--- src/design/video_pkg.sv ---
// shared definitions for the colour output stage
// raster timing sizes, palette geometry, width typedefs and the sync bundle
`default_nettype none

package video_pkg;

    // raster geometry, counted in pixels and lines
    localparam int CLK_PER_PIXEL = 4;           // clk cycles per pixel period
    localparam int H_ACTIVE = 32;               // visible pixels per line
    localparam int H_TOTAL = 40;                // all pixels per line, blanking included
    localparam int V_ACTIVE = 8;                // visible lines per frame
    localparam int V_TOTAL = 12;                // all lines per frame

    // palette RAM holds a low byte and a high byte per colour index
    localparam int PAL_AW = 10;                 // byte address width, 1024 bytes in all

    localparam logic [3:0] TRANSPARENT_NIBBLE = 4'hf;  // sprite code that shows the layer below

    typedef logic [8:0] layer_pixel_t;          // colour index coming from a layer
    typedef logic [PAL_AW-1:0] pal_addr_t;      // top bit picks the high byte half
    typedef logic [7:0] pal_byte_t;             // one palette byte
    typedef logic [4:0] colour_t;               // one 5-bit RGB channel
    typedef logic [5:0] hcount_t;               // beam column, 0 to H_TOTAL-1
    typedef logic [3:0] vcount_t;               // beam line, 0 to V_TOTAL-1

    // everything the raster generator hands to the rest of the chip
    typedef struct packed {
        logic pxl_cen;                          // one clk per pixel period
        logic hblank;                           // column outside the visible area
        logic vblank;                           // line outside the visible area
        hcount_t hcount;                        // current column
        vcount_t vcount;                        // current line
    } video_sync_t;

endpackage

`default_nettype wire

--- src/design/palette_apb.sv ---
// APB slave for the palette RAM
// writes finish in the first access cycle, reads wait one cycle for the RAM
`timescale 1ns/1ps
`default_nettype none

module palette_apb
    import video_pkg::*;
(
    input wire logic clk,
    input wire logic reset,
    input wire logic psel,
    input wire logic penable,
    input wire logic pwrite,
    input wire pal_addr_t paddr,
    input wire pal_byte_t pwdata,
    output pal_byte_t prdata,
    output logic pready,
    output pal_addr_t ram_addr,                 // to palette port A
    output logic ram_we,
    output pal_byte_t ram_wdata,
    input wire pal_byte_t ram_rdata
);

    typedef enum logic [1:0] {
        IDLE,                                   // waiting for a setup cycle
        READ_WAIT,                              // first access cycle of a read, RAM busy
        DONE                                    // completing access cycle, pready high
    } apb_state_t;

    apb_state_t state;
    apb_state_t state_next;

    always_comb begin
        state_next = state;
        case (state)
            IDLE: if (psel && !penable) state_next = pwrite ? DONE : READ_WAIT;
            READ_WAIT: state_next = (psel && penable) ? DONE : IDLE;  // an aborted read goes back
            DONE: state_next = IDLE;            // next setup cycle may follow at once
            default: state_next = IDLE;
        endcase
    end

    always_ff @(posedge clk) begin
        if (reset) state <= IDLE;
        else state <= state_next;
    end

    assign pready = state == DONE;
    assign ram_we = pready && psel && penable && pwrite;  // one write per transfer
    assign ram_addr = paddr;                    // the RAM reads every cycle, the FSM picks when
    assign ram_wdata = pwdata;
    assign prdata = ram_rdata;                  // valid in DONE after a READ_WAIT cycle

endmodule

`default_nettype wire

--- config.mk ---
export PLATFORM = sky130hd
export DESIGN_NAME = palette_apb
export DESIGN_NICKNAME = d
export VERILOG_FILES = /design/src/design/video_pkg.sv /design/src/design/palette_apb.sv
export SDC_FILE = /design/constraint.sdc
export NUM_CORES = 1
export LEC_CHECK = 0
export BUFFER_PORTS_ARGS = -buffer_cell sky130_fd_sc_hd__buf_2
export CORE_AREA = 2 2 39 41
export DETAILED_ROUTE_END_ITERATION = 6
export DIE_AREA = 0 0 41 43
export GPL_ROUTABILITY_DRIVEN = 0
export GPL_TIMING_DRIVEN = 0
export PLACE_DENSITY = 0.74
export SETUP_SLACK_MARGIN = 0.3
export SYNTH_ARGS = -nofsm -noshare
export SYNTH_HDL_FRONTEND = slang
export SYNTH_SLANG_ARGS = --single-unit
--- constraint.sdc ---
create_clock -name clk -period 1.9 [get_ports clk]
set_clock_uncertainty 0.15 [all_clocks]
set_input_delay 0.095 -clock clk [delete_from_list [all_inputs] [get_ports clk]]
set_output_delay 0.095 -clock clk [all_outputs]
set_load 0.005 [all_outputs]
; ---- After elaboration in Yosys (flattened, before gate mapping)
; Cells that the tools add are included.
[totals]
register_bits = 2
in_bits = 31
elab_cells = 15
[classes]
eq_ne = 3
n_mux = 4
n_reduce_logical = 7
[ops]
columns = cell, n
row1 = two-way mux 2 bit, 3
row2 = logical AND 1 bit, 5
row3 = case mux 2 bit (2 select lines), 1
row4 = == test 2 x 1 -> 1 bit (second input constant), 1
row5 = == test 2 bit (second input constant), 1
row6 = zero test 2 bit, 1
row7 = != test 2 bit (second input constant), 1
row8 = zero test 1 bit, 1

; ---- Depth between registers and ports, before layout
; Gate-level depths: netlist of the first run.
[logic_depth]
word_depth = 4
depth_mapped = 2
ltp_nobuf = 2

; ---- Worst setup path before layout of the first run
; No wires, ideal clock.
[synth_path]
kind = reg2reg
from = register state[0]
to = register state[1]
setup_time_ns = 0.103
arrival_time_ns = 0.946
path_slack_ns = 0.700
stages_incl_launch_ff = 3
synth_period_minus_slack_ns = 1.200
cell_sequence = dfxtp_1 -> or3b_1 -> a2111oi_2
[synth_via]
elab_chain_len = 2
word_cells_on_any_way = 4
[synth_rtl]
columns = item, line_no
row1 = start: declaration, palette_apb.sv:30  ; apb_state_t state;
row2 = start signal: assignment, palette_apb.sv:45  ; else state <= state_next;
row3 = == test 2 x 1 -> 1 bit or zero test 2 bit (tied branches), palette_apb.sv:35  ; case (state)
row4 = case mux 2 bit (2 select lines) or != test 2 bit (tied branches), -
; Parallel ways exist; a longest one is shown, timed or not.
; A chain may end at the register's enable or synchronous reset.

; ---- Final worst setup path of the first run
[layout_path]
from = input port pwrite
to = register state[1]
[layout_via]
elab_chain_len = 3
[layout_rtl]
columns = item, line_no
row1 = start: declaration, palette_apb.sv:13  ; input wire logic pwrite,
row2 = two-way mux 2 bit (2 in a row), palette_apb.sv:36  ; IDLE: if (psel && !penable) state_next = pwrite ? DONE : READ_WAIT;
row3 = case mux 2 bit (2 select lines), palette_apb.sv:35
; Every way passes these cells. The select of a mux whose other input is x is not followed.

==> results.cfg, run 1 <==
[timing]
tns_ns = 0
slew_headroom_pct = 83.6
slew_violations = 0
rsz0062_at_grt = false
worst_slew_pin_slew_ns = 0.245
period_minus_slack_ns = 1.41
fin_crit_sh_pct = 74.0
finalSetupViolCount = 0
hold_viol_final = 0
max_freq_mhz = 712

[die]
die_h_um = 43
coreArea_um2 = 1380
die_width_um = 41
rows = 14
ioPinCount = 59
die-area_um2 = 1760
initial_core_util_pct = 21.8

[clocking]
cts_tree = built
cts_root_buffer = clkbuf_4
clock-sinks = 2
clkTransAtPathRegs_ns = 0.03
post_cts_buffers = 0
insertion_delay_ns = 0.22
cts_buffers = 3
clockBufferDepth = 2
htree_levels = 1

[finish]
fin_cells = 92
largest_reg_flops = 2
nets = 109
top_regs = state: 2 flops
final_cell_mix = 32 x buf_2, 26 x buf_4, 3 x clkbuf_4, 3 x dlygate4sd3_1
diodes = 0
drive_gt1_share_pct = 82.9
final_common_cell = buf_2
top_register = state
area_delta_synth_final_pct = 77.2

[power]
ir_drop_v = 0.000146
p_per_area_nw_per_um2 = 413
p_leak_uw = 0.000322

[critical_path]
r2r_cells = 2
critPathSlowestCell = dlygate4sd3_1
critPathArrivalTime_ns = 1.37
max_stage_delay_ns = 0.51
critPathMaxFanout = 3
worstPathRequired_ns = 1.86
start_kind = primary input
critPathTopFamily = buffers and inverters
critPathKind = in2reg
critPathBufInv = 2
crit_cells = 4
cp_cell_sequence = dlygate4sd3_1, buf_2, or3b_1, a2111oi_2
critPathCaptureType = flop

[placement]
hpwlAfterDp_um = 541
io_buffers = 32
placed_cells = 86

[synthesis]
syn-mean-instance-area_um2 = 7.94
ys_warn_count = 0
ys_seq_elements = 2
syn_area_um2 = 302
yosysSeqAreaShare_pct = 13.3
syn_nets = 69
synthCells = 38
ys_types = 11

[route]
via_per_inst = 3.60
drcViolationCount = 0
wl_per_cell_um = 6.79
first_pass_iters = 2
drt_iter0_markers = 2
final_antenna_net_count = 0
vias = 331
wl_um = 625

[global_route]
grt_use_total_pct = 6.21
grt_pass1_wl_um = 738
grt_pass1_vias = 245
grt_overflow = 0
antenna_found_initial = 0
grt_max_degree = 5

[worst_hold_path]
holdPathStages = 3
hold_class = in2reg

[run]
maxCapViolCount = 0

[status]
status = finished, final reports clean
timing repair:
action | CTS | global route
endpoints found under the setup margin | 0 | 0
gates resized for setup | 0 | 0
endpoints found under the hold margin | 2 | 0
hold buffers | 3 | 0
synthesized netlist by cell type:
cell type	n	area, um^2
nand3_1	1	5.00
inv_1	1	3.75
or4_1	1	7.51
buf_4	26	195
a2111oi_2	1	15.0
or3b_1	1	8.76
and2b_2	1	8.76
nand2b_1	1	6.26
nand2_1	1	3.75
nor2_1	2	7.51
dfxtp_1	2	40.0
worst register-to-register path, cell delays in order, from the launching register on:
cell,delay [ns]
dfxtp_1,0.31
or3b_1,0.39
a2111oi_2,0.29
per-stage QoR:
step                total power (uW)  hold WS, ns  instance area, um^2  setup slack (ns)  utilization, %
finish                           221       0.0123                  534             0.495            38.6
detailed placement               127        0.133                  482             0.648            34.8
floorplan                       94.8       0.0139                  302             0.700               -
global route                     235       0.0291                  534             0.424            38.6
global placement                 126        0.131                  482             0.667            34.8
CTS                              228      0.00343                  534             0.485            38.6
path summary, 6_finish.rpt:
kind	from	to	slack, ns
worst max register to register	state[0]	state[1]	0.66
worst min register to register	state[1]	state[1]	0.33
worst max-delay path	pwrite	state[1]	0.49
worst min-delay path	penable	state[0]	0.01
report_power, final:
group	switching [uW]	internal (uW)	total [uW]
registers	1.08	43.6	44.7
clock network	20.7	69.4	90.1
logic	23.8	62.0	85.8
layer usage:
metal	routed length, um	vias up	GRT usage [%]
met1	177	133	2.87
met4	0	0	6.00
met2	331	27	12.5
li1	-	171	-
met5	0	-	0
met3	117	0	2.09
logic make-up (layout without fill, tap and decap cells):
kind of cell,after synthesis,after routing,share of synthesized area (%)
compound gates,1,1,4.98
buf+inv,27,65,66.0
flops,2,2,13.3
simple gates,8,8,15.8
final cells by class:
cell class,count,area [um^2]
Buffer,26,195
Clock buffer,3,22.5
Fill cell,142,850
Inverter,1,3.75
Multi-Input combinational cell,9,62.6
Sequential cell,2,40.0
Tap cell,16,20.0
Timing Repair Buffer,35,190
(Power assumes the default switching activity.)
==> inputs of run 2 (changes only) <==
- ABC_AREA: default -> 1
- clock period: 1.9 -> 1.3 ns (I/O delays scaled with it)
==> results.cfg, run 2 <==
[status]
status = finished, final reports clean

[finish]
diodes = 0
nets = 119
top_register = state
fillers = 143
top_regs = state: 2 flops
post-route-util_pct = 42.9
area_delta_synth_final_pct = 91.9
drive_gt1_share_pct = 86.0
largest_reg_flops = 2
final_common_cell = buf_2
final_cell_mix = 32 x buf_2, 28 x buf_4, 4 x inv_1

[worst_hold_path]
hold-path-endpoint = state[0]
min_from = penable
holdPathStages = 4
hold_class = in2reg

[route]
first_pass_iters = 4
via_per_inst = 3.81
drt_iter0_markers = 6
final_antenna_net_count = 0
wl_per_cell_um = 8.28
vias = 389
drcViolationCount = 0
wl_um = 845

[synthesis]
synth.largest_area_cell = buf_4
synth.top_cell.area_share_pct = 63.2
syn-mean-instance-area_um2 = 6.72
ys_warn_count = 0
yosys_most_used_dff = dfxtp_1
synthTopCellsByArea = buf_4 63%, dfxtp_1 13%, nand2_1 6.1%
ys_seq_elements = 2
ys_top_cells_by_count = 26 x buf_4, 5 x nand2_1, 4 x inv_1, 4 x nor2_1
syn_area_um2 = 309
syn_nets = 77
synthCells = 46
ys_types = 9
yosysMostFrequentCell = buf_4
synth_edf_count = 0
yosysSeqAreaShare_pct = 13.0
synthArstFlopShare_pct = 0

[critical_path]
reg2reg_to = state[0]
r2r_cells = 6
critPathKind = reg2out
worstPathRequired_ns = 1.09
start_kind = flop
critPathMaxFanout = 3
critPathCaptureType = output pin
critPathArrivalTime_ns = 0.88
worstReg2RegStart = state[0]
r2r_slack_ns = 0.22

[clocking]
cts_tree = built
htree_levels = 1
cts_buffers = 3
clkTransAtPathRegs_ns = 0.03
clockBufferDepth = 2
clock-sinks = 2
insertion_delay_ns = 0.22
cts_root_buffer = clkbuf_4

[timing]
worst_slew_pin_slew_ns = 0.208
fin_crit_sh_pct = 84.5
rsz0062_at_grt = true
slew_violations = 0
max_freq_mhz = 911
hold_viol_final = 0
period_minus_slack_ns = 1.10
finalSetupViolCount = 0
slew_headroom_pct = 86.1
tns_ns = 0

[placement]
hpwlAfterDp_um = 636
io_buffers = 32

[global_route]
antenna_found_initial = 0
grt_pass1_wl_um = 1100
grt_use_total_pct = 9.52
grt_pass1_vias = 315
grt_max_degree = 4
grt_overflow = 0

[power]
p_per_area_nw_per_um2 = 612
p_leak_uw = 0.000372
ir_drop_v = 0.000452

[die]
die_h_um = 43
die_width_um = 41
initial_core_util_pct = 22.3
ioPinCount = 59
die-area_um2 = 1760
coreArea_um2 = 1380
rows = 14

[run]
maxCapViolCount = 0
run 2: logic make-up (layout without fill, tap and decap cells):
group,Yosys count,after routing,share of synthesized area [%]
buffers and inverters,31,71,69.2
flip-flops,2,2,13.0
AND/OR/NAND/NOR,13,13,17.8
run 2: worst max-delay path, stage by stage, from the launching register on:
cell	delay, ns
dfxtp_2	0.36
nand2_2	0.08
nor3_2	0.10
buf_2	0.13
run 2: worst max path at each step:
stage | from | to | slack (ns) | depth (start not counted)
2_1_floorplan | state[0] | state[1] | 0.47 | 4
3_3_place_gp | state[0] | ram_we | 0.39 | 4
3_5_place_dp | state[0] | ram_we | 0.38 | 4
4_1_cts | state[0] | ram_we | 0.20 | 4
5_1_grt | state[1] | ram_we | 0.17 | 3
6_report | state[1] | ram_we | 0.20 | 3
run 2: through the flow:
step / cells / setup slack (ns) / instance area (um^2) / total power [uW] / hold WS [ns]
detailed placement: 94 / 0.379 / 489 / 201 / 0.146
global placement: 94 / 0.389 / 489 / 197 / 0.146
finish: 102 / 0.202 / 593 / 363 / 0.0308
CTS: 100 / 0.195 / 549 / 358 / 0.0259
floorplan: 46 / 0.468 / 309 / 150 / 0.0608
global route: 102 / 0.170 / 593 / 397 / 0.0487
run 2: per-layer routing:
metal  vias to the layer above  GRT usage, %  part of all wire, %  wire (um)
met2                        36          14.7                   53        445
met1                       161          9.58                   32        270
met3                         0          3.14                   15        129
met4                         0          8.00                    0          0
li1                        192             -                    -          -
met5                         -             0                    0          0
run 2: power breakdown:
part | switching, uW | internal, uW
logic | 53.2 | 104
registers | 3.69 | 66.0
clock network | 34.9 | 102
total | 91.8 | 271
run 2: area by class of cell:
type | count | area [um^2] | area share, %
clock buffers | 3 | 22.5 | 3.80
well taps | 16 | 20.0 | 3.38
inverters | 5 | 18.8 | 3.16
multi-input cells | 13 | 85.1 | 14.3
repair buffers | 37 | 209 | 35.2
flip-flops and latches | 2 | 42.5 | 7.17
plain buffers | 26 | 195 | 32.9
run 2: what timing repair did:
item,CTS,global route
gates resized for setup,4,8
pin swaps,0,1
buffers inserted,1,2
hold buffers,2,0
endpoints found under the hold margin,2,0
endpoints found under the setup margin,2,4
