<file path="config.mk">
export PLATFORM = sky130hd
export DESIGN_NAME = colour_mixer
export DESIGN_NICKNAME = d
export VERILOG_FILES = /design/src/design/video_pkg.sv /design/src/design/colour_mixer.sv
export SDC_FILE = /design/constraint.sdc
export NUM_CORES = 1
export LEC_CHECK = 0
export ABC_AREA = 0
export BUFFER_PORTS_ARGS = -buffer_cell sky130_fd_sc_hd__buf_2
export CAP_MARGIN = 20
export CELL_PAD_IN_SITES_DETAIL_PLACEMENT = 1
export CELL_PAD_IN_SITES_GLOBAL_PLACEMENT = 1
export CORE_MARGIN = 4
export CORE_UTILIZATION = 38
export CTS_BUF_LIST = sky130_fd_sc_hd__clkbuf_2
export DETAILED_ROUTE_END_ITERATION = 6
export GPL_TIMING_DRIVEN = 1
export PLACE_DENSITY_LB_ADDON = 0.2
export SYNTH_ARGS = -nofsm -noshare
export SYNTH_HDL_FRONTEND = slang
export SYNTH_SLANG_ARGS = --single-unit
</file>
<file path="constraint.sdc">
create_clock -name clk -period 1.8 [get_ports clk]
set_input_delay 0.36 -clock clk [delete_from_list [all_inputs] [get_ports clk]]
set_output_delay 0.36 -clock clk [all_outputs]
set_load 0.03 [all_outputs]
</file>
<file path="src/design/video_pkg.sv">
// shared definitions for the colour output stage
// raster timing sizes, palette geometry, width typedefs and the sync bundle
`default_nettype none

package video_pkg;

    // raster geometry, counted in pixels and lines
    localparam int CLK_PER_PIXEL = 4;           // clk cycles per pixel period
    localparam int H_ACTIVE = 32;               // visible pixels per line
    localparam int H_TOTAL = 40;                // all pixels per line, blanking included
    localparam int V_ACTIVE = 8;                // visible lines per frame
    localparam int V_TOTAL = 12;                // all lines per frame

    // palette RAM holds a low byte and a high byte per colour index
    localparam int PAL_AW = 10;                 // byte address width, 1024 bytes in all

    localparam logic [3:0] TRANSPARENT_NIBBLE = 4'hf;  // sprite code that shows the layer below

    typedef logic [8:0] layer_pixel_t;          // colour index coming from a layer
    typedef logic [PAL_AW-1:0] pal_addr_t;      // top bit picks the high byte half
    typedef logic [7:0] pal_byte_t;             // one palette byte
    typedef logic [4:0] colour_t;               // one 5-bit RGB channel
    typedef logic [5:0] hcount_t;               // beam column, 0 to H_TOTAL-1
    typedef logic [3:0] vcount_t;               // beam line, 0 to V_TOTAL-1

    // everything the raster generator hands to the rest of the chip
    typedef struct packed {
        logic pxl_cen;                          // one clk per pixel period
        logic hblank;                           // column outside the visible area
        logic vblank;                           // line outside the visible area
        hcount_t hcount;                        // current column
        vcount_t vcount;                        // current line
    } video_sync_t;

endpackage

`default_nettype wire

</file>
<file path="src/design/colour_mixer.sv">
// colour mixer
// sprite over scroll priority, two-byte palette fetch, RGB assembly and blanking
`timescale 1ns/1ps
`default_nettype none

module colour_mixer
    import video_pkg::*;
(
    input wire logic clk,
    input wire logic reset,
    input wire video_sync_t sync,
    input wire layer_pixel_t scr_pxl,           // scroll layer index
    input wire layer_pixel_t obj_pxl,           // sprite layer index
    output pal_addr_t pal_addr,                 // palette port B address
    input wire pal_byte_t pal_data,             // port B data, one clk behind the address
    output colour_t red,
    output colour_t green,
    output colour_t blue
);

    layer_pixel_t pick;                         // index that wins the priority test
    layer_pixel_t idx;                          // index being fetched this pixel period
    pal_byte_t low_byte;                        // first half of the fetched colour
    logic half;                                 // 0 addresses the low byte, 1 the high byte
    logic half_d;                               // half as seen by the data coming back
    logic blank_lat;                            // blank state of the pixel in idx

    // sprite pixel wins unless its low nibble marks it as see-through
    assign pick = (obj_pxl[3:0] != TRANSPARENT_NIBBLE) ? obj_pxl : scr_pxl;

    assign pal_addr = {half, idx};              // low byte at i, high byte at i + 512

    always_ff @(posedge clk) begin
        if (sync.pxl_cen) begin
            idx <= pick;                        // held for the whole fetch
        end
        if (!half_d) begin
            low_byte <= pal_data;               // second clk after pxl_cen
        end
    end

    // the fetch runs in the clk cycles between two pxl_cen pulses:
    // low byte addressed in the first one, high byte from the second one on
    always_ff @(posedge clk) begin
        if (reset) begin
            half <= 1'b1;                       // idle on the high byte
            half_d <= 1'b1;
            blank_lat <= 1'b1;                  // nothing fetched yet, so the first pixel is black
            red <= '0;
            green <= '0;
            blue <= '0;
        end else begin
            half <= !sync.pxl_cen;              // one low byte cycle after each pxl_cen
            half_d <= half;
            if (sync.pxl_cen) begin
                blank_lat <= sync.hblank || sync.vblank;
                // pal_data holds the high byte of idx by now
                if (blank_lat) begin
                    {red, green, blue} <= '0;
                end else begin
                    {red, green, blue} <= {pal_data[6:0], low_byte};
                end
            end
        end
    end

endmodule

`default_nettype wire

</file>
### Word-level counts from Yosys, hierarchy flattened

Index checks and enable logic that the tools add are counted.

| word-level totals | value |
|---|---|
| output and inout port bits | 25 |
| bits of input ports | 41 |
| register bits after elaboration | 35 |
| logic and storage cells | 15 |

| operators by class | value |
|---|---|
| multiplexer cells | 4 |
| equality and inequality tests | 1 |
| reduce and logical (&&, ||, !) cells | 2 |

Operator list:

| cell | count |
|---|---|
| two-way mux 5 bit | 3 |
| two-way mux 9 bit | 1 |
| inequality test 4 bit (second input constant) | 1 |
| zero test 1 bit | 1 |
| logical OR 1 bit | 1 |

### Depth between registers and ports, before layout

Gate-level depths: netlist of run 1.

| depth | value |
|---|---|
| depth in word-level cells | 2 |
| gate-level depth with buffers | 3 |
| mapped depth without buffers | 2 |

### Least setup slack after synthesis of run 1

No wires, ideal clock.

| timing path | value |
|---|---|
| path kind | input to register |
| start | in obj_pxl[2] |
| end | reg idx[4] (data pin) |
| arrival | 783 ps |
| stages | 2 |
| path slack | 757 ps |
| path buffers | 0 |
| required time | 1540 ps |
| library setup time | 260 ps |
| cell sequence | nand4_4 -> mux2_2 |

| between the ends | value |
|---|---|
| cells in the longest elaborated chain, start to end | 2 |

RTL lines:

| what | line | source |
|---|---|---|
| from (decl) | colour_mixer.sv:13 | `input wire layer_pixel_t obj_pxl,` |
| inequality test 4 bit | colour_mixer.sv:29 | `assign pick = (obj_pxl[3:0] != TRANSPARENT_NIBBLE) ? obj_pxl : scr_pxl;` |
| two-way mux 9 bit | colour_mixer.sv:29 |  |
| net pick[4] | colour_mixer.sv:21 | `layer_pixel_t pick;` |
| to (signal assigned) | colour_mixer.sv:35 | `idx <= pick;` |
| to (decl) | colour_mixer.sv:22 | `layer_pixel_t idx;` |

The timed path passes the listed nets, and every way through them passes these cells.
A chain may end at the register's enable or synchronous reset.

### Worst setup path in the final report of run 1

| timing path | value |
|---|---|
| start | reg blue[0] |
| end | out blue[0] |

RTL lines:

| what | line | source |
|---|---|---|
| from (decl) | colour_mixer.sv:18 | `output colour_t blue` |
| from (signal assigned) | colour_mixer.sv:61 | `{red, green, blue} <= {pal_data[6:0], low_byte};` |

No word-level cell between the ends.

==> results.toml, run 1 <==
[outcome]
status = "complete, no violations"

[finish]
final_cells = 212
fillers = 412
n_antenna_cell = 0
drive_above_1_share = 0.4277
final_cell_mix = "buf_2 (55), dfxtp_1 (18), edfxtp_1 (17)"
syn_to_final_growth_pct = 26.36
final_util = 0.5061
num-nets-final = 206
layout_commonest_cell = "buf_2"

[yosys]
ys_seq_elements = 35
ys_types = 18
synth-simple-area-share = 0.1908
synth_area_leaders = "edfxtp_1 (38%), dfxtp_1 (27%), nand3b_1 (8.3%)"
muxShareOfSynthArea = 0.04147
yosys.area.top_type = "edfxtp_1"
synth_top_family_by_area = "simple AND/OR/NAND/NOR gates"
ys_seq_area_frac = 0.6415
syn_area_um2 = 1358
async_reset_ff_frac = 0
ys_warn_count = 0
synth_nets = 150
netlist_instances = 109
avgSynthCellArea_um2 = 12.45
synthFlopType = "dfxtp_1"
synth_top_area_frac = 0.3760
synthAdderAreaFrac = 0
synth_compound_area_frac = 0.08756
synth_edf_count = 17
synthXorXnorAreaFrac = 0

[drt]
post-route-drc-count = 0
vias = 1004
wl_per_cell_um = 13.11
drtAntennaViolNets = 0
drt_iter0_markers = 12
routed_wl_um = 2780
vias_per_cell = 4.736
dr.pass1.iters = 4

[sta]
setup_viol = 0
slew_viol_final = 0
hold_viol = 0
fin_crit_ns = 1.335
fmax_ghz = 0.7489
fin_skew_ns = 0.03231
setup_tns_ns = 0
rsz0062_at_grt = "no"
worstMarginPinSlew_ns = 0.4078
max_slew_margin = 0.7278
period_share = 0.7418

[placement]
placedCellCount = 204
place.gp.congestion = 0.6169
placement.io_buffers = 55
place_hpwl_um = 2049

[flow_run]
max-cap-violations = 0

[worst_setup_path]
worstSetupPathType = "flip-flop to primary output"
worstSetupStartpointType = "flip-flop"
r2r_slack_ns = 0.86
critPathTopFamily = "flip-flops"
path_cells = "buf_2"
critical_path_required_ns = 1.44
slowest_delay_ns = 0.39
end_kind = "primary output"
cp_max_fo = 2
path_buf_inv = 1
crit_slowest_cell = "dfxtp_1"
cp.arrival_ns = 0.98

[power_and_ir_drop]
fin_total_pwr_w = 0.001388
p_leak_nw = 0.7171
ir_worst_vdd_mv = 0.4231
power.density_nw_per_um2 = 808.9

[global_route]
grt_pass1_vias = 977
grt_overflow = 0
grt_pass1_wl_um = 4264
grt_max_degree = 24
track_usage = 0.1301
antenna_found_initial = 0

[floorplanning]
design.core.area_um2 = 3390
row_count = 21
initial_utilization = 0.4005
io_pins = 66
die_area_um2 = 4593
die_w_um = 67.77
chipHeight_um = 67.77

[clock_tree]
numClockSinks = 35
hold_buffers = 0
clockBufferDepth = 2
post_cts_resized = 0
clk_latency_ns = 0.37
cts_setup_buffers = 0
root_buffer = "clkbuf_2"
numCtsBuffers = 5
cts_tree = "done"
htree_levels = 2
clk_pin_slew_ns = 0.19

[min_path]
hp-class = "primary input to flip-flop"
-- sequential cells by signal, summed over array words and instances, names as in the netlist --
register,cells
idx,9
low_byte,8
blue,5
green,5
red,5
blank_lat,1
half,1
half_d,1
-- kinds of logic after synthesis --
logic type,count (synthesis)
AO/OA/AOI/OAI,20
buffers and inverters,12
flip-flops,35
multiplexers,5
AND/OR/NAND/NOR,37
-- synthesized netlist by cell type, types with 2 or more instances --
cell type and instances:
dfxtp_1 18, o31a_1 3, buf_2 3, a21oi_1 15, nand2b_1 16, nand2_1 2
mux2_2 5, nand3b_1 15, clkbuf_1 3, inv_1 5, edfxtp_1 17
-- layout make-up --
type	count	area, um2	area share
Clock buffer	6	30.03	0.01751
Clock inverter	2	8.758	0.005106
Sequential cell	35	870.8	0.5077
Inverter	5	18.77	0.01094
Timing Repair Buffer	56	295.3	0.1721
Tap cell	46	57.56	0.03355
Multi-Input combinational cell	62	434.2	0.2531
-- per-layer routing --
layer | vias to the layer above | track usage | part of all wire
met5 | - | 0 | 0
li1 | 490 | - | -
met3 | 7 | 0.04160 | 0.081
met4 | 0 | 0.08189 | 0.021
met2 | 43 | 0.2224 | 0.48
met1 | 464 | 0.1374 | 0.42
-- where the power goes --
group,switching (W),internal [W]
clock,0.000248,0.0000957
combinational,0.000100,0.0000668
sequential,0.0000101,0.000867
total,0.000358,0.00103
-- final timing paths --
| check | startpoint | endpoint | cells after the start |
|---|---|---|---|
| setup / recovery | blue[0] | blue[0] | 1 |
| hold / removal | pal_data[7] | low_byte[7] | 1 |
| setup reg to reg | blank_lat | red[0] | 2 |
| hold reg to reg | half | half_d | 1 |
-- per-stage QoR --
stage | hold slack [ns] | cell area (um2) | worst slack [ns]
2_1_floorplan | 0.4156 | 1358 | 0.7569
3_3_place_gp | 0.4177 | 1677 | 0.5803
3_5_place_dp | 0.4172 | 1677 | 0.5529
4_1_cts | 0.1464 | 1715 | 0.4280
5_1_grt | 0.1209 | 1715 | 0.3820
6_report | 0.1658 | 1715 | 0.4647
No activity file was read; power rests on OpenSTA's default activity.
==> inputs of run 2 (changes only) <==
--- a/config.mk
+++ b/config.mk
@@ -11,7 +11,7 @@
 export CELL_PAD_IN_SITES_DETAIL_PLACEMENT = 1
 export CELL_PAD_IN_SITES_GLOBAL_PLACEMENT = 1
 export CORE_MARGIN = 4
-export CORE_UTILIZATION = 38
+export CORE_UTILIZATION = 32
 export CTS_BUF_LIST = sky130_fd_sc_hd__clkbuf_2
 export DETAILED_ROUTE_END_ITERATION = 6
 export GPL_TIMING_DRIVEN = 1
==> constraint.sdc (replaced) <==
create_clock -name clk -period 1.1 [get_ports clk]
set_input_delay 0.22 -clock clk [delete_from_list [all_inputs] [get_ports clk]]
set_output_delay 0.22 -clock clk [all_outputs]
set_load 0.03 [all_outputs]
==> run 2 against run 1 <==
Net effect: the flow now finishes with violations (setup timing); critical endpoint is now pal_addr[2]; highest routed layer unchanged; worst hold slack got worse by 0.14 ns; combinational power rose by 100%; clock power rose by 73%; cell count rose by 6.1%.
==> results.toml, run 2 (synthesis gave the netlist of run 1 again) <==
[outcome]
status = "complete, but fails checks"
violations = "setup timing"

[worst_setup_path]
critPathTopFamily = "flip-flops"
end_kind = "primary output"
worstSetupStartpointType = "flip-flop"
path_cells = "buf_6"
cp.arrival_ns = 0.96
slowest_delay_ns = 0.43
worstSetupPathType = "flip-flop to primary output"
critical_path_required_ns = 0.88
path_buf_inv = 1
cp_max_fo = 1
crit_slowest_cell = "edfxtp_1"

[sta]
fin_skew_ns = 0.02353
setup_tns_ns = -0.6155
fmax_ghz = 0.8484
rsz0062_at_grt = "yes"
fin_crit_ns = 1.179
worst_slack_ns = -0.07875
period_share = 1.072
setup_viol = 10
hold_viol = 0
max_slew_margin = 0.7243
worstMarginPinSlew_ns = 0.4130
slew_viol_final = 0

[placement]
place_hpwl_um = 2331
place.gp.congestion = 0.6918
placedCellCount = 210
placement.io_buffers = 55

[global_route]
antenna_found_initial = 0
grt_pass1_wl_um = 5181
grt_max_degree = 23
grt_overflow = 0
grt_pass1_vias = 1148
track_usage = 0.1305

[finish]
layout_commonest_cell = "buf_2"
final_cell_mix = "buf_2 (30), buf_6 (25), edfxtp_1 (17)"
largest_reg_flops = 9
syn_to_final_growth_pct = 45.53
drive_above_1_share = 0.5314
final_cells = 225
num-nets-final = 215
regMostFlops = "idx"
fillers = 449
n_antenna_cell = 0
largestRegisters = "idx: 9 flops, low_byte: 8 flops"

[floorplanning]
row_count = 23
die_area_um2 = 5349
initial_utilization = 0.3346
design.core.area_um2 = 4058
io_pins = 66
chipHeight_um = 73.14
die_w_um = 73.14

[power_and_ir_drop]
p_sw_w = 0.0006169
ir_worst_vdd_mv = 0.6453
fin_total_pwr_w = 0.002377
power_frac_seq = 0.608
power.density_nw_per_um2 = 1203
sw_frac_of_total = 0.2595
combPwrFrac = 0.142
p_clk_frac = 0.250
p_int_w = 0.001760
p_leak_nw = 0.8006

[drt]
drt_iter0_markers = 53
routed_wl_um = 3265
wl_per_cell_um = 14.51
vias_per_cell = 4.738
drtAntennaViolNets = 0
post-route-drc-count = 0
vias = 1066
dr.pass1.iters = 4

[clock_tree]
clockBufferDepth = 2
cts_tree = "done"
htree_levels = 2
clk_pin_slew_ns = 0.18
numClockSinks = 35
numCtsBuffers = 5
clk_latency_ns = 0.38
root_buffer = "clkbuf_2"

[flow_run]
max-cap-violations = 0

[min_path]
hp-class = "primary input to flip-flop"
-- run 2: changes by cell type in the layout (fill, tap and decap cells not counted), moves of 4 or more --
cell           before  now
dfxtp_1            18    2
buf_2              55   30
buf_4               0    5
dlygate4sd3_1       0    4
buf_6               0   25
dfxtp_2             0   16
-- run 2: repair_timing --
action	in CTS	in global routing
buffers inserted	2	1
hold endpoints to repair	2	2
hold buffers	2	2
gates resized for setup	66	0
setup endpoints to repair	25	25
-- run 2: cell type report --
cell class                 instances  area (um2)  area share
clock buffer                       7       35.03     0.01773
clock inverter                     1       5.005    0.002533
inverter                           5       18.77    0.009500
multi-input combinational         62       434.2      0.2198
sequential                        35       890.9      0.4509
tap                               50       62.56     0.03167
timing repair buffer              65       529.3      0.2679
-- run 2: path summary, 6_finish.rpt --
| kind | start | endpoint | slack, ns | cells past startpoint |
|---|---|---|---|---|
| max reg2reg | blank_lat | blue[1] | 0.15 | 2 |
| max | idx[2] | pal_addr[2] | -0.08 | 1 |
| min | pal_data[2] | low_byte[2] | 0.03 | 1 |
| min reg2reg | half | half_d | 0.47 | 1 |
-- run 2: through the flow --
stage | utilization | area, um2 | setup slack (ns) | hold WS, ns
floorplan | - | 1358 | 0.1969 | 0.3189
global placement | 0.4181 | 1697 | 0.01553 | 0.3990
detailed placement | 0.4181 | 1697 | -0.01124 | 0.4063
CTS | 0.4801 | 1948 | -0.1062 | 0.007401
global route | 0.4869 | 1976 | -0.1456 | 0.001681
finish | 0.4869 | 1976 | -0.07875 | 0.02876
-- run 2: routing by layer --
metal	global-route usage	vias to the layer above	share of wire
met5	0	-	0
met4	0.06762	0	0.018
met3	0.03994	7	0.077
met2	0.2264	38	0.53
met1	0.1416	509	0.37
li1	-	512	-
-- run 2: power groups by stage --
stage / Clock [W] / Sequential [W] / Combinational (W)
3_5_place_dp: 0 / 0.00147 / 0.000288
4_1_cts: 0.000614 / 0.00145 / 0.000336
5_1_grt: 0.000681 / 0.00145 / 0.000364
2_1_floorplan: 0 / 0.00153 / 0.0000854
6_report: 0.000594 / 0.00145 / 0.000337
3_3_place_gp: 0 / 0.00146 / 0.000278
-- run 2: worst reg2reg max path: stages (launching register included) --
cell and delay (ns):
dfxtp_1 0.61, nand3b_1 0.17, a21oi_1 0.06
