**config.mk**
```make
export PLATFORM = sky130hd
export DESIGN_NAME = raster_timing
export DESIGN_NICKNAME = d
export VERILOG_FILES = /design/src/design/video_pkg.sv /design/src/design/raster_timing.sv
export SDC_FILE = /design/constraint.sdc
export NUM_CORES = 1
export LEC_CHECK = 0
export ABC_AREA = 1
export BUFFER_PORTS_ARGS = -buffer_cell sky130_fd_sc_hd__buf_2
export CAP_MARGIN = 5
export CORE_MARGIN = 8
export CORE_UTILIZATION = 50
export CTS_CLUSTER_DIAMETER = 80
export DETAILED_ROUTE_END_ITERATION = 8
export GPL_TIMING_DRIVEN = 0
export PLACE_DENSITY = 0.75
export SETUP_SLACK_MARGIN = 0.02
export SYNTH_ARGS = -nofsm -noshare
export SYNTH_HDL_FRONTEND = slang
export SYNTH_SLANG_ARGS = --single-unit
```
**constraint.sdc**
```tcl
create_clock -name clk -period 1.6 [get_ports clk]
set_input_delay 0.08 -clock clk [delete_from_list [all_inputs] [get_ports clk]]
set_output_delay 0.08 -clock clk [all_outputs]
set_load 0.1 [all_outputs]
```
**src/design/video_pkg.sv**
```systemverilog
// shared definitions for the colour output stage
// raster timing sizes, palette geometry, width typedefs and the sync bundle
`default_nettype none

package video_pkg;

    // raster geometry, counted in pixels and lines
    localparam int CLK_PER_PIXEL = 4;           // clk cycles per pixel period
    localparam int H_ACTIVE = 32;               // visible pixels per line
    localparam int H_TOTAL = 40;                // all pixels per line, blanking included
    localparam int V_ACTIVE = 8;                // visible lines per frame
    localparam int V_TOTAL = 12;                // all lines per frame

    // palette RAM holds a low byte and a high byte per colour index
    localparam int PAL_AW = 10;                 // byte address width, 1024 bytes in all

    localparam logic [3:0] TRANSPARENT_NIBBLE = 4'hf;  // sprite code that shows the layer below

    typedef logic [8:0] layer_pixel_t;          // colour index coming from a layer
    typedef logic [PAL_AW-1:0] pal_addr_t;      // top bit picks the high byte half
    typedef logic [7:0] pal_byte_t;             // one palette byte
    typedef logic [4:0] colour_t;               // one 5-bit RGB channel
    typedef logic [5:0] hcount_t;               // beam column, 0 to H_TOTAL-1
    typedef logic [3:0] vcount_t;               // beam line, 0 to V_TOTAL-1

    // everything the raster generator hands to the rest of the chip
    typedef struct packed {
        logic pxl_cen;                          // one clk per pixel period
        logic hblank;                           // column outside the visible area
        logic vblank;                           // line outside the visible area
        hcount_t hcount;                        // current column
        vcount_t vcount;                        // current line
    } video_sync_t;

endpackage

`default_nettype wire

```
**src/design/raster_timing.sv**
```systemverilog
// raster timing generator
// pixel clock enable divider, beam counters and registered blanking flags
`timescale 1ns/1ps
`default_nettype none

module raster_timing
    import video_pkg::*;
(
    input wire logic clk,
    input wire logic reset,
    output video_sync_t sync                    // enable, blanking and beam position
);

    localparam logic [1:0] DIV_LAST = 2'(CLK_PER_PIXEL - 1);

    logic [1:0] div;                            // clk count inside one pixel period
    logic h_wrap;                               // last column of the line is on the beam
    hcount_t h_next;
    vcount_t v_next;

    always_comb begin
        h_wrap = sync.hcount == hcount_t'(H_TOTAL - 1);
        h_next = h_wrap ? '0 : sync.hcount + 1'b1;
        v_next = (sync.vcount == vcount_t'(V_TOTAL - 1)) ? '0 : sync.vcount + 1'b1;
    end

    always_ff @(posedge clk) begin
        if (reset) begin
            div <= '0;
            sync <= '0;                         // counters at the top left, no blanking
        end else begin
            div <= (div == DIV_LAST) ? '0 : div + 1'b1;
            sync.pxl_cen <= div == DIV_LAST;    // high on the fourth clk and every fourth after

            // the beam moves at the end of each pixel period
            if (sync.pxl_cen) begin
                sync.hcount <= h_next;
                sync.hblank <= h_next >= hcount_t'(H_ACTIVE);  // flag follows the new column
                if (h_wrap) begin
                    sync.vcount <= v_next;      // next line starts with column zero
                    sync.vblank <= v_next >= vcount_t'(V_ACTIVE);
                end
            end
        end
    end

endmodule

`default_nettype wire

```
After elaboration in Yosys (flattened, before gate mapping)
Cells that the tools add are included.
- $add $sub $neg: 3
- order comparisons: 2
- $mul: 0
- eq/ne operators: 3
- reduce and logical (&&, ||, !) cells: 2
- shift-type cells: 0
- muxes and demuxes: 2
- bitwise gates (word level): 0
- div/mod/pow operators: 0
- operators with widths (operator ; number):
    6-bit by 1-bit adder with 6-bit output (second input constant) ; 1
    6-bit equality test (second input constant) ; 1
    6-bit greater-or-equal comparator (second input constant) ; 1
    6-bit 2-to-1 mux ; 1
    4-bit by 1-bit adder with 4-bit output (second input constant) ; 1
    4-bit equality test (second input constant) ; 1
    4-bit greater-or-equal comparator (second input constant) ; 1
    4-bit 2-to-1 mux ; 1
    2-bit by 1-bit adder with 2-bit output (second input constant) ; 1
    2-bit equality test (second input constant) ; 1
    2-bit AND reduction ; 1
    2-bit OR reduction ; 1
- bits in writable memories: 0
- input bits: 2
- memories kept: 0
- ROM bits: 0
- register bits: 15
- bits in latches: 0

Logic depth before layout (Yosys ltp)
Gate-level depths: netlist of run 1.
- depth in word-level cells: 3
- mapped depth: 7
- mapped depth without buffers: 7

Worst setup path before layout of run 1
No wires, ideal clock.
- kind: register -> register
- start: reg sync[4] (netlist name)
- end: reg sync[0] (netlist name)
- setup time: 0.128 ns
- path slack: -0.339 ns
- data required time: 1.472 ns
- cell stages (with the launch flop): 7
- buffers on the path: 0
- data arrival time: 1.811 ns
- cell sequence: dfxtp_1 -> ha_1 -> nand2_1 -> nor2_2 -> nand2_2 -> nand2_1 -> a21oi_1
- longest elaborated chain between the ends: 2
- ends and longest elaborated chain (element ; line ; text):
    start, declared ; raster_timing.sv:11 ; output video_sync_t sync
    6-bit equality test ; raster_timing.sv:22 ; h_wrap = sync.hcount == hcount_t'(H_TOTAL - 1);
    2-bit AND reduction (no line) ; -- ;
Every way passes these cells.
A chain may end at the register's enable or synchronous reset.

Worst setup path in the final report of run 1
- start: reg sync[10] (netlist name)
- end: out sync[10] (netlist name)
No word-level cell between the ends.

==> metrics.md, run 1 <==
| Metric | Value |
|---|---|
| Final Cell Area | `about 780 sq um` |
| DRC | `0` |
| Largest stage delay, worst path | `roughly 0.42 ns` |
| Pin count of the biggest net entering global routing | `9` |
| Crit. End Element | `output pin` |
| Fill count | `120` |
| Nets | `113` |
| Final clock period utilization by the worst path | `82.7%` |
| Cells after synthesis | `90` |
| Share of cells above drive strength 1 | `35.5%` |
| Initial drt markers | `20` |
| Buffers on Ports | `13` |
| Die area | `2740 sq um` |
| FF-to-FF End | `sync[7]` |
| Vias in the first global route | `approximately 590` |
| HP Start | `reset` |
| Final hold vios | `0` |
| Via Count | `626` |
| Placed instance area | `754 sq um` |
| Met2 usage in global routing | `18.2%` |
| Crit path DAT | `between 1 and 1.5 ns` |
| Setup tns final | `0 ns` |
| Root Buffer | `clkbuf_4` |
| Outcome | `complete, no violations` |
| GP Congestion | `0.803` |
| Most used routing layer | `met2` |
| Total Routing Usage GR | `12.0%` |
| Die X | `about 52 um` |
| Critical Path Source | `sync[10]` |
| Resize count post-CTS | `0` |
| Syn_area_per_cell | `7.33 sq um` |
| Period minus WS final | `1.32 ns` |
| CTS tree | `built` |
| Power Density | `760 nW/um^2` |
| Skew final | `0.00549 ns` |
| CTS H-Tree Depth | `1` |
| Worst hold path class | `in -> reg` |
| WL final | `roughly 1.4 mm` |
| Reg2reg start | `sync[4]` |
| Initial antenna violation count | `0` |
| CP Cell Sequence | `buf_4 -> buf_2` |
| Met3 global-route usage | `3.69%` |
| Clk_lat worst skew | `0.28 ns` |
| Sequential share of the synthesized area | `39.5%` |
| Vias per std cell | `5.13` |
| Max-Cap Viols | `0` |
| FF-to-FF setup slack | `0.37 ns` |
| Reg clk slew, reported paths | `0.08 ns` |
| Global-route wire length before repair | `2.52 mm` |
| N_diodes | `0` |
| WS Path Type | `reg -> out` |
| Placed Instances | `118` |
| Avg WL per Cell | `11.6 um` |
| CTS sink count | `13` |
| Drt pass-1 iters | `4` |
| Cell Area, Synth | `659 sq um` |
| Die Y-Extent | `52.3 um` |
| Ports | `15` |
| R2R cell count | `6` |
| Hold worst-path end | `sync[12]` |
| # setup viols final | `0` |
| Most frequent cells in the layout | `nand2_1 (16), buf_2 (13), nor2_1 (11), inv_1 (11), dfxtp_2 (9)` |
| Initial core utilization | `about half` |
| Hold_buf cts | `0` |
| Fmax | `756 MHz` |
| Distinct cells, synth | `21` |
| Crit-path max FO | `6` |
| Static leakage | `~0.37 nW` |
| Clock tree buffer depth | `2` |
| Rows | `13` |
| Flops & latches, synth | `13` |
| CTS Buf Count | `3` |
| CP required | `1.52 ns` |
| Startpoint Class | `flop` |
| Fin. max-slew vios | `0` |
| Critical-path top delay cell | `dfxtp_1` |
| Synth warn | `0` |
| Worst Hold Depth | `2` |
| Footprint of the multi-input gates | `328 sq um` |
| Final non-filler cell total | `between 100 and 150` |
| Hpwl dp | `around 1.1 mm` |
| Area growth syn-to-layout | `18.4%` |
| Slew Limit Headroom | `67.5%` |
| RSZ-0062 raised after global routing | `no` |
| Core area | `approximately 1300 sq um` |
| Peak supply drop | `394 uV` |
| Worst-Margin Slew | `0.490 ns` |
| Overflow left after global routing | `0` |
| Post-CTS Repair Setup Buffers | `0` |
| Syn_nets | `95` |
| Most common cell after layout, fill and taps aside | `nand2_1` |
| GR Util met1 | `13.6%` |
| Routed Antenna Nets | `0` |
| Reg area | `272 sq um` |
==> per-layer routing <==
| metal | part of all wire [%] | wire (um) |
|---|---|---|
| met3 | 5.9 | 84 |
| met4 | 2.7 | 39 |
| met5 | 0 | 0 |
| met1 | 43 | 616 |
| met2 | 48 | 679 |
==> critical path: cells and delay by family, from the launching register on <==
kind,cells,cell delay [ns]
buffers and inverters,2,0.54
DFF,1,0.42
==> cells in the mapped netlist <==
| master | instances | area [sq um] |
|---|---|---|
| dfxtp_1 | 13 | 260 |
| xor2_1 | 1 | 8.76 |
| nor2_1 | 11 | 41.3 |
| nand2_2 | 3 | 18.8 |
| clkbuf_1 | 1 | 3.75 |
| inv_2 | 2 | 7.51 |
| a21oi_1 | 4 | 20.0 |
| nor2_2 | 2 | 12.5 |
| nor2_4 | 2 | 22.5 |
| buf_4 | 2 | 15.0 |
| ha_1 | 3 | 37.5 |
| nor3_2 | 1 | 10.0 |
| nand2_1 | 16 | 60.1 |
| clkinv_1 | 1 | 3.75 |
| nor3b_1 | 1 | 7.51 |
| o21ai_0 | 2 | 10.0 |
| nand4_1 | 3 | 18.8 |
| nand3_1 | 6 | 30.0 |
| inv_1 | 11 | 41.3 |
| nor3_1 | 4 | 20.0 |
| nand3_2 | 1 | 10.0 |
==> state kept, by name (all words and copies together), names as in the netlist <==
name / count
div: 2
sync: 11
==> per-stage QoR <==
step                      setup WS, ns  total power [mW]  utilization [%]  hold slack [ns]
after global placement           0.414             0.396             59.5            0.419
after global routing             0.197             0.626             61.5            0.164
after CTS                        0.275             0.601             61.5            0.136
final                            0.277             0.593             61.5            0.135
after floorplan                 0.0387             0.388                -            0.361
after detailed placement         0.388             0.397             59.5            0.429
==> layout make-up <==
class | count | share of cell area, %
inverter | 14 | 6.73
sequential | 13 | 34.8
clock buffer | 4 | 3.37
multi-input combinational | 60 | 42.0
tap | 15 | 2.40
buffer | 3 | 2.40
timing repair buffer | 13 | 8.33
==> power breakdown <==
group | leakage [nW] | internal [mW] | switching (mW)
combinational | 0.244 | 0.0117 | 0.0366
clock | 0.0150 | 0.0968 | 0.108
sequential | 0.110 | 0.333 | 0.00685
total | 0.369 | 0.442 | 0.151
==> worst max path at each step <==
| stage | to | slack, ns | cells past startpoint |
|---|---|---|---|
| finish | sync[10] | 0.28 | 2 |
| global route | sync[10] | 0.20 | 2 |
| CTS | sync[10] | 0.27 | 2 |
| detailed placement | sync[7] | 0.39 | 6 |
| global placement | sync[7] | 0.41 | 6 |
| floorplan | sync[10] | 0.04 | 5 |
==> logic make-up after synthesis <==
kind of cell | share of synthesized area (%)
buf+inv | 10.8
simple gates | 38.1
xor+xnor | 1.33
compound gates | 4.55
fa+ha+maj | 5.69
flops | 39.5
Power figures use the tool's default switching activity.
==> inputs of run 2 (changes only) <==
CORE_UTILIZATION = 45   (was 50)
PLACE_DENSITY = 0.71   (was 0.75)
clock period = 1.15 ns   (was 1.6 ns; I/O delays follow)
==> run 2 against run 1 <==
Clock skew is 0.0037 ns higher. Wire length is 3.5% lower. Register-to-register slack worse by 0.30 ns. Worst hold slack better by 0.010 ns. Count of clock-buffer cells in the layout is 1 lower. Critical path depth is 4 higher. Total power is 38% higher. Combinational power is 48% higher. Worst setup slack worse by 0.20 ns. Highest routed layer unchanged.
==> metrics.md, run 2 (synthesis gave the netlist of run 1 again) <==
| Metric | Value |
|---|---|
| Fin. max-slew vios | `0 (unchanged)` |
| Clock tree buffer depth | `2 (unchanged)` |
| R2R cell count | `6 (unchanged)` |
| Core area | `1440 sq um (+13%)` |
| Final worst slack | `0.0716 ns (-0.205 ns)` |
| Clk pwr share | `35.5% (+1.0 points)` |
| Vias in the first global route | `533 (-9.0%)` |
| Biggest registers after layout | `sync: 11 flops, div: 2 flops` |
| Startpoint Class | `flop` |
| Placed Instances | `119 (+0.85%)` |
| Max reg flops | `11 (unchanged)` |
| Worst hold path class | `in -> reg` |
| Met2 usage in global routing | `16.0% (-2.2 points)` |
| Peak supply drop | `726 uV (+84%)` |
| Reg clk slew, reported paths | `0.09 ns (about the same)` |
| Seq pwr share | `55.8% (-1.5 points)` |
| Initial drt markers | `8 (-60%)` |
| RSZ-0062 raised after global routing | `yes` |
| Initial core utilization | `45.9% (-6.1 points)` |
| Drt pass-1 iters | `4 (unchanged)` |
| Crit-path max FO | `4 (-2)` |
| Comb power frac | `8.8% (+0.7 points)` |
| N_diodes | `0 (unchanged)` |
| CTS sink count | `13 (unchanged)` |
| Die Y-Extent | `54.3 um (+3.8%)` |
| Die area | `2950 sq um (+7.7%)` |
| WS Path Type | `reg -> reg` |
| Fmax | `927 MHz` |
| Ports | `15 (unchanged)` |
| Clk_lat worst skew | `0.29 ns (about the same)` |
| Reg area | `297 sq um (+9.2%)` |
| Most common cell after layout, fill and taps aside | `nand2_1` |
| CTS H-Tree Depth | `1 (unchanged)` |
| CTS tree | `built` |
| Worst Hold Depth | `2 (unchanged)` |
| Most used routing layer | `met2` |
| Fill count | `135 (+13%)` |
| Critical Path Source | `sync[5]` |
| Final clock period utilization by the worst path | `a little over nine tenths` |
| DRC | `0 (unchanged)` |
| Vias per std cell | `4.85 (-5.4%)` |
| Setup WS pre-CTS | `0.0631 ns (-0.325 ns)` |
| Buffers on Ports | `13 (unchanged)` |
| WL final | `1.37 mm (-3.5%)` |
| Slew Limit Headroom | `73.5% (+6.0 points)` |
| Reg2reg start | `sync[5]` |
| Initial antenna violation count | `0 (unchanged)` |
| Via Count | `597 (-4.6%)` |
| Most frequent cells in the layout | `nand2_1 (15), buf_4 (13), inv_1 (11), nor2_1 (9), dfxtp_4 (9)` |
| Final non-filler cell total | `123 (+0.82%)` |
| Pin count of the biggest net entering global routing | `9 (unchanged)` |
| Overflow left after global routing | `0 (unchanged)` |
| Crit path DAT | `1.26 ns (+0.02 ns)` |
| Period minus WS final | `between 1 and 1.5 ns` |
| Nets | `113 (unchanged)` |
| Rows | `14 (+1)` |
| Static leakage | `0.369 nW (about the same)` |
| Routed Antenna Nets | `0 (unchanged)` |
| Skew final | `0.00918 ns (+0.00369 ns)` |
| Post-layout util | `61.9% (+0.40 points)` |
| Die X | `54.3 um (+3.8%)` |
| GP Congestion | `0.747 (-7.0%)` |
| Switch share | `27.2% (+1.7 points)` |
| Outcome | `complete, no violations` |
| Crit. End Element | `flop` |
| GR Util met1 | `10.7% (-2.9 points)` |
| # setup viols final | `0 (unchanged)` |
| Global-route wire length before repair | `2.13 mm (-16%)` |
| Internal power | `0.594 mW (+34%)` |
| Area growth syn-to-layout | `34.9%` |
| Hpwl dp | `1.04 mm (-3.0%)` |
| Total Routing Usage GR | `9.81% (-2.2 points)` |
| Switch Pwr | `0.223 mW (+47%)` |
| Power consumption | `0.817 mW (+38%)` |
| Met3 global-route usage | `4.89% (+1.2 points)` |
| Share of cells above drive strength 1 | `43.9% (+8.4 points)` |
| Worst-Margin Slew | `0.397 ns (-0.0930 ns)` |
| Footprint of the multi-input gates | `369 sq um (+13%)` |
| Final hold vios | `0 (unchanged)` |
| Setup tns final | `0 ns (unchanged)` |
| HP Start | `reset` |
| CTS Buf Count | `3 (unchanged)` |
| Avg WL per Cell | `11.1 um (-4.2%)` |
| Max-Cap Viols | `0 (unchanged)` |
| Root Buffer | `clkbuf_4` |
| Largest Register | `sync` |
| Power Density | `918 nW/um^2 (+21%)` |
| CP required | `1.33 ns (-0.19 ns)` |
[run 2: changes by cell type in the layout (fill, tap and decap cells not counted), moves of 2 or more]
cell and delta:
buf_2 -13, buf_4 +11, dfxtp_4 +9, dfxtp_2 -7, buf_6 +2, dfxtp_1 -2, ha_1 -2, ha_4 +2
nor2_1 -2
[run 2: through the flow]
| stage | area, sq um | hold WS (ns) |
|---|---|---|
| floorplan | 716 | 0.337 |
| global placement | 801 | 0.411 |
| detailed placement | 801 | 0.420 |
| CTS | 861 | 0.127 |
| global route | 890 | 0.161 |
| finish | 890 | 0.145 |
[run 2: timing repair]
action / CTS / global route
gates resized for setup: 13 / 7
cloned: 0 / 0
endpoints found under the setup margin: 13 / 9
pin swaps: 0 / 1
hold buffers: 0 / 0
endpoints found under the hold margin: 0 / 0
buffers inserted: 0 / 0
[run 2: worst paths after layout]
path,end,slack (ns)
setup / recovery,sync[4],0.07
hold / removal,sync[2],0.15
setup reg to reg,sync[4],0.07
hold reg to reg,div[0],0.43
[run 2: power by group through the flow]
stage               Sequential (mW)  Combinational [mW]  Clock [mW]
floorplan                     0.495              0.0277           0
detailed placement            0.467              0.0698           0
finish                        0.455              0.0715       0.290
global placement              0.466              0.0675           0
global route                  0.458              0.0794       0.317
CTS                           0.456              0.0725       0.299
[run 2: metal layers]
metal	routed length, um	share of wire, %
met1	570	42
met2	679	50
met5	0	0
met3	104	7.6
met4	14	1.0
[run 2: worst max-delay path, cell delays in order, from the launching register on]
cell and delay [ns]:
dfxtp_4 0.37, ha_4 0.15, nand2_2 0.07, nor2_4 0.12
nand2_2 0.10, nand2_2 0.12, nor3_2 0.04
[run 2: area by class of cell]
cell class,instances,area share (%)
buffer,3,2.11
timing repair buffer,13,11.8
multi-input combinational,60,41.5
inverter,14,5.91
tap,16,2.25
clock buffer,3,2.53
clock inverter,1,0.563
sequential,13,33.3
==> inputs of run 3 (changes only) <==
CORE_UTILIZATION = 50   (was 45)
PLACE_DENSITY = 0.75   (was 0.71)
clock period = 1.2 ns   (was 1.15 ns; I/O delays follow)
==> run 3 against run 2 <==
Count of clock-buffer cells in the layout up 1. Clock skew down 0.0069 ns. Total power down 4.2%. Wire length up 3.8%. Clock power down 4%. Global-route usage up 2.0 points. Die area down 7.1%. Sequential power down 4%. First-iteration DRC count up 63%. Largest cell class unchanged.
==> metrics.md, run 3 (synthesis gave the netlist of run 1 again) <==
| Metric | Value |
|---|---|
| CTS sink count | `13 (unchanged)` |
| Worst hold path class | `in -> reg` |
| Post-layout util | `66.9% (+4.9 points)` |
| Outcome | `complete, no violations` |
| Seq pwr share | `55.8% (about the same)` |
| Crit-path max FO | `6 (+2)` |
| HP Start | `reset` |
| Clock tree buffer depth | `2 (unchanged)` |
| CTS Buf Count | `3 (unchanged)` |
| Drt pass-1 iters | `3 (-1)` |
| Initial drt markers | `13 (+5)` |
| # setup viols final | `0 (unchanged)` |
| Ports | `15 (unchanged)` |
| Switch Pwr | `0.209 mW (-6.0%)` |
| R2R cell count | `6 (unchanged)` |
| Pin count of the biggest net entering global routing | `9 (unchanged)` |
| Nets | `113 (unchanged)` |
| Period minus WS final | `1.15 ns` |
| FF-to-FF End | `sync[2]` |
| Die area | `2740 sq um (-7.1%)` |
| Peak supply drop | `631 uV (-13%)` |
| Slew Limit Headroom | `67.8% (-5.7 points)` |
| Largest Register | `sync` |
| CTS tree | `built` |
| Worst-Margin Slew | `0.486 ns (+0.0893 ns)` |
| Area growth syn-to-layout | `28.7%` |
| Rows | `13 (-1)` |
| Most common cell after layout, fill and taps aside | `nand2_1` |
| CTS H-Tree Depth | `1 (unchanged)` |
| Startpoint Class | `flop` |
| Initial antenna violation count | `0 (unchanged)` |
| Power Density | `922 nW/um^2 (+0.45%)` |
| Max-Cap Viols | `0 (unchanged)` |
| Share of cells above drive strength 1 | `41.1% (-2.8 points)` |
| Crit. End Element | `output pin` |
| Switch share | `26.7% (-0.52 points)` |
| Critical Path Source | `sync[11]` |
| Core area | `1270 sq um (-12%)` |
| Skew final | `0.00230 ns (-0.00688 ns)` |
| Largest stage delay, worst path | `0.43 ns (+0.06 ns)` |
| WL final | `1.42 mm (+3.8%)` |
| Final hold vios | `0 (unchanged)` |
| Critical path endpoint | `sync[9]` |
| Footprint of the multi-input gates | `355 sq um (-3.7%)` |
| Routed Antenna Nets | `0 (unchanged)` |
| CP Cell Sequence | `buf_2` |
| Vias in the first global route | `588 (+10%)` |
| Die Y-Extent | `52.3 um (-3.6%)` |
| Fin. max-slew vios | `0 (unchanged)` |
| Delay-heaviest family, CP | `buffers and inverters` |
| Root Buffer | `clkbuf_4` |
| CP required | `1.14 ns (-0.19 ns)` |
| Final Cell Area | `848 sq um (-4.6%)` |
| DRC | `0 (unchanged)` |
| Static leakage | `0.367 nW (-0.51%)` |
| FF-to-FF setup slack | `0.10 ns (+0.03 ns)` |
| Post-CTS Repair Setup Buffers | `0 (unchanged)` |
| Clk pwr share | `35.6% (about the same)` |
| Reg clk slew, reported paths | `0.08 ns (about the same)` |
| Overflow left after global routing | `0 (unchanged)` |
| Most frequent cells in the layout | `nand2_1 (15), inv_1 (11), nor2_1 (10), dfxtp_4 (9)` |
| Max reg flops | `11 (unchanged)` |
| Biggest registers after layout | `sync: 11 flops, div: 2 flops` |
| Reg2reg start | `sync[0]` |
| Buffers on Ports | `13 (unchanged)` |
| Clk_lat worst skew | `0.28 ns (about the same)` |
| Critical-path top delay cell | `buf_2` |
| RSZ-0062 raised after global routing | `no` |
| Crit path DAT | `1.09 ns (-0.17 ns)` |
| CP bufs+invs | `1 (+1)` |
| Total Routing Usage GR | `11.8% (+2.0 points)` |
| Initial core utilization | `52.0% (+6.1 points)` |
| GP Congestion | `0.801 (+7.3%)` |
| Internal power | `0.573 mW (-3.5%)` |
| WS Path Type | `reg -> out` |
| Fill count | `116 (-14%)` |
| Comb power frac | `8.6% (-0.2 points)` |
| Fmax | `between 800 and 900 MHz` |
| Die X | `52.3 um (-3.6%)` |
| Avg WL per Cell | `11.7 um (+4.6%)` |
| Final clock period utilization by the worst path | `about 96%` |
| Vias per std cell | `5.00 (+3.0%)` |
| Hpwl dp | `1.08 mm (+4.2%)` |
| N_diodes | `0 (unchanged)` |
| Reg area | `297 sq um (unchanged)` |
| Via Count | `610 (+2.2%)` |
| Placed instance area | `800 sq um (-0.16%)` |
| Global-route wire length before repair | `2.41 mm (+13%)` |
| CP Depth | `1 (-5)` |
run 3: cell types whose count changed in the layout (fill, tap and decap cells not counted), sizes merged:
cell	change
clkinv	-1
buf	-4
clkbuf	+5
run 3: power groups by stage:
stage | Sequential, mW | Combinational (mW) | Clock [mW]
floorplan | 0.475 | 0.0266 | 0
global placement | 0.447 | 0.0644 | 0
detailed placement | 0.447 | 0.0664 | 0
CTS | 0.437 | 0.0676 | 0.282
global route | 0.440 | 0.0735 | 0.304
finish | 0.437 | 0.0673 | 0.278
run 3: worst register-to-register path, stage by stage, from the launching register on:
cell and delay, ns:
dfxtp_4 0.36, ha_1 0.24, nand3_1 0.12, inv_1 0.05
nor2_1 0.08, nand2_1 0.06, a21oi_1 0.13
run 3: layout make-up:
cell class	instances	area share, %
multi-input combinational	60	41.9
tap	15	2.21
sequential	13	35.0
inverter	14	6.19
clock buffer	4	3.10
timing repair buffer	13	9.44
buffer	3	2.21
run 3: worst min path at each step:
stage,to,slack [ns],depth (start not counted)
final,sync[12],0.10,2
after floorplan,sync[12],0.34,2
after CTS,sync[12],0.11,2
after detailed placement,sync[12],0.40,2
after global routing,sync[12],0.15,2
after global placement,sync[12],0.40,2
run 3: per-layer routing:
layer	GRT usage, %	vias to the layer above	part of all wire [%]
met1	12.9	269	46
met5	0	-	0
met4	9.05	0	3.6
met3	3.69	7	4.6
li1	-	322	-
met2	18.4	12	46
run 3: repair_timing:
action	in CTS	in global routing
setup endpoints to repair	2	7
pin swaps	0	1
resized for setup	2	6
hold buffers	0	0
gates cloned	0	0
run 3: stage by stage:
step,hold WS [ns],power (mW),setup WS [ns],instances,TNS (ns)
finish,0.104,0.782,0.0508,122,0
global route,0.146,0.817,0.0232,122,0
CTS,0.114,0.787,0.0212,122,0
detailed placement,0.403,0.514,0.111,118,0
global placement,0.401,0.511,0.121,118,0
floorplan,0.340,0.501,-0.0722,90,-0.459
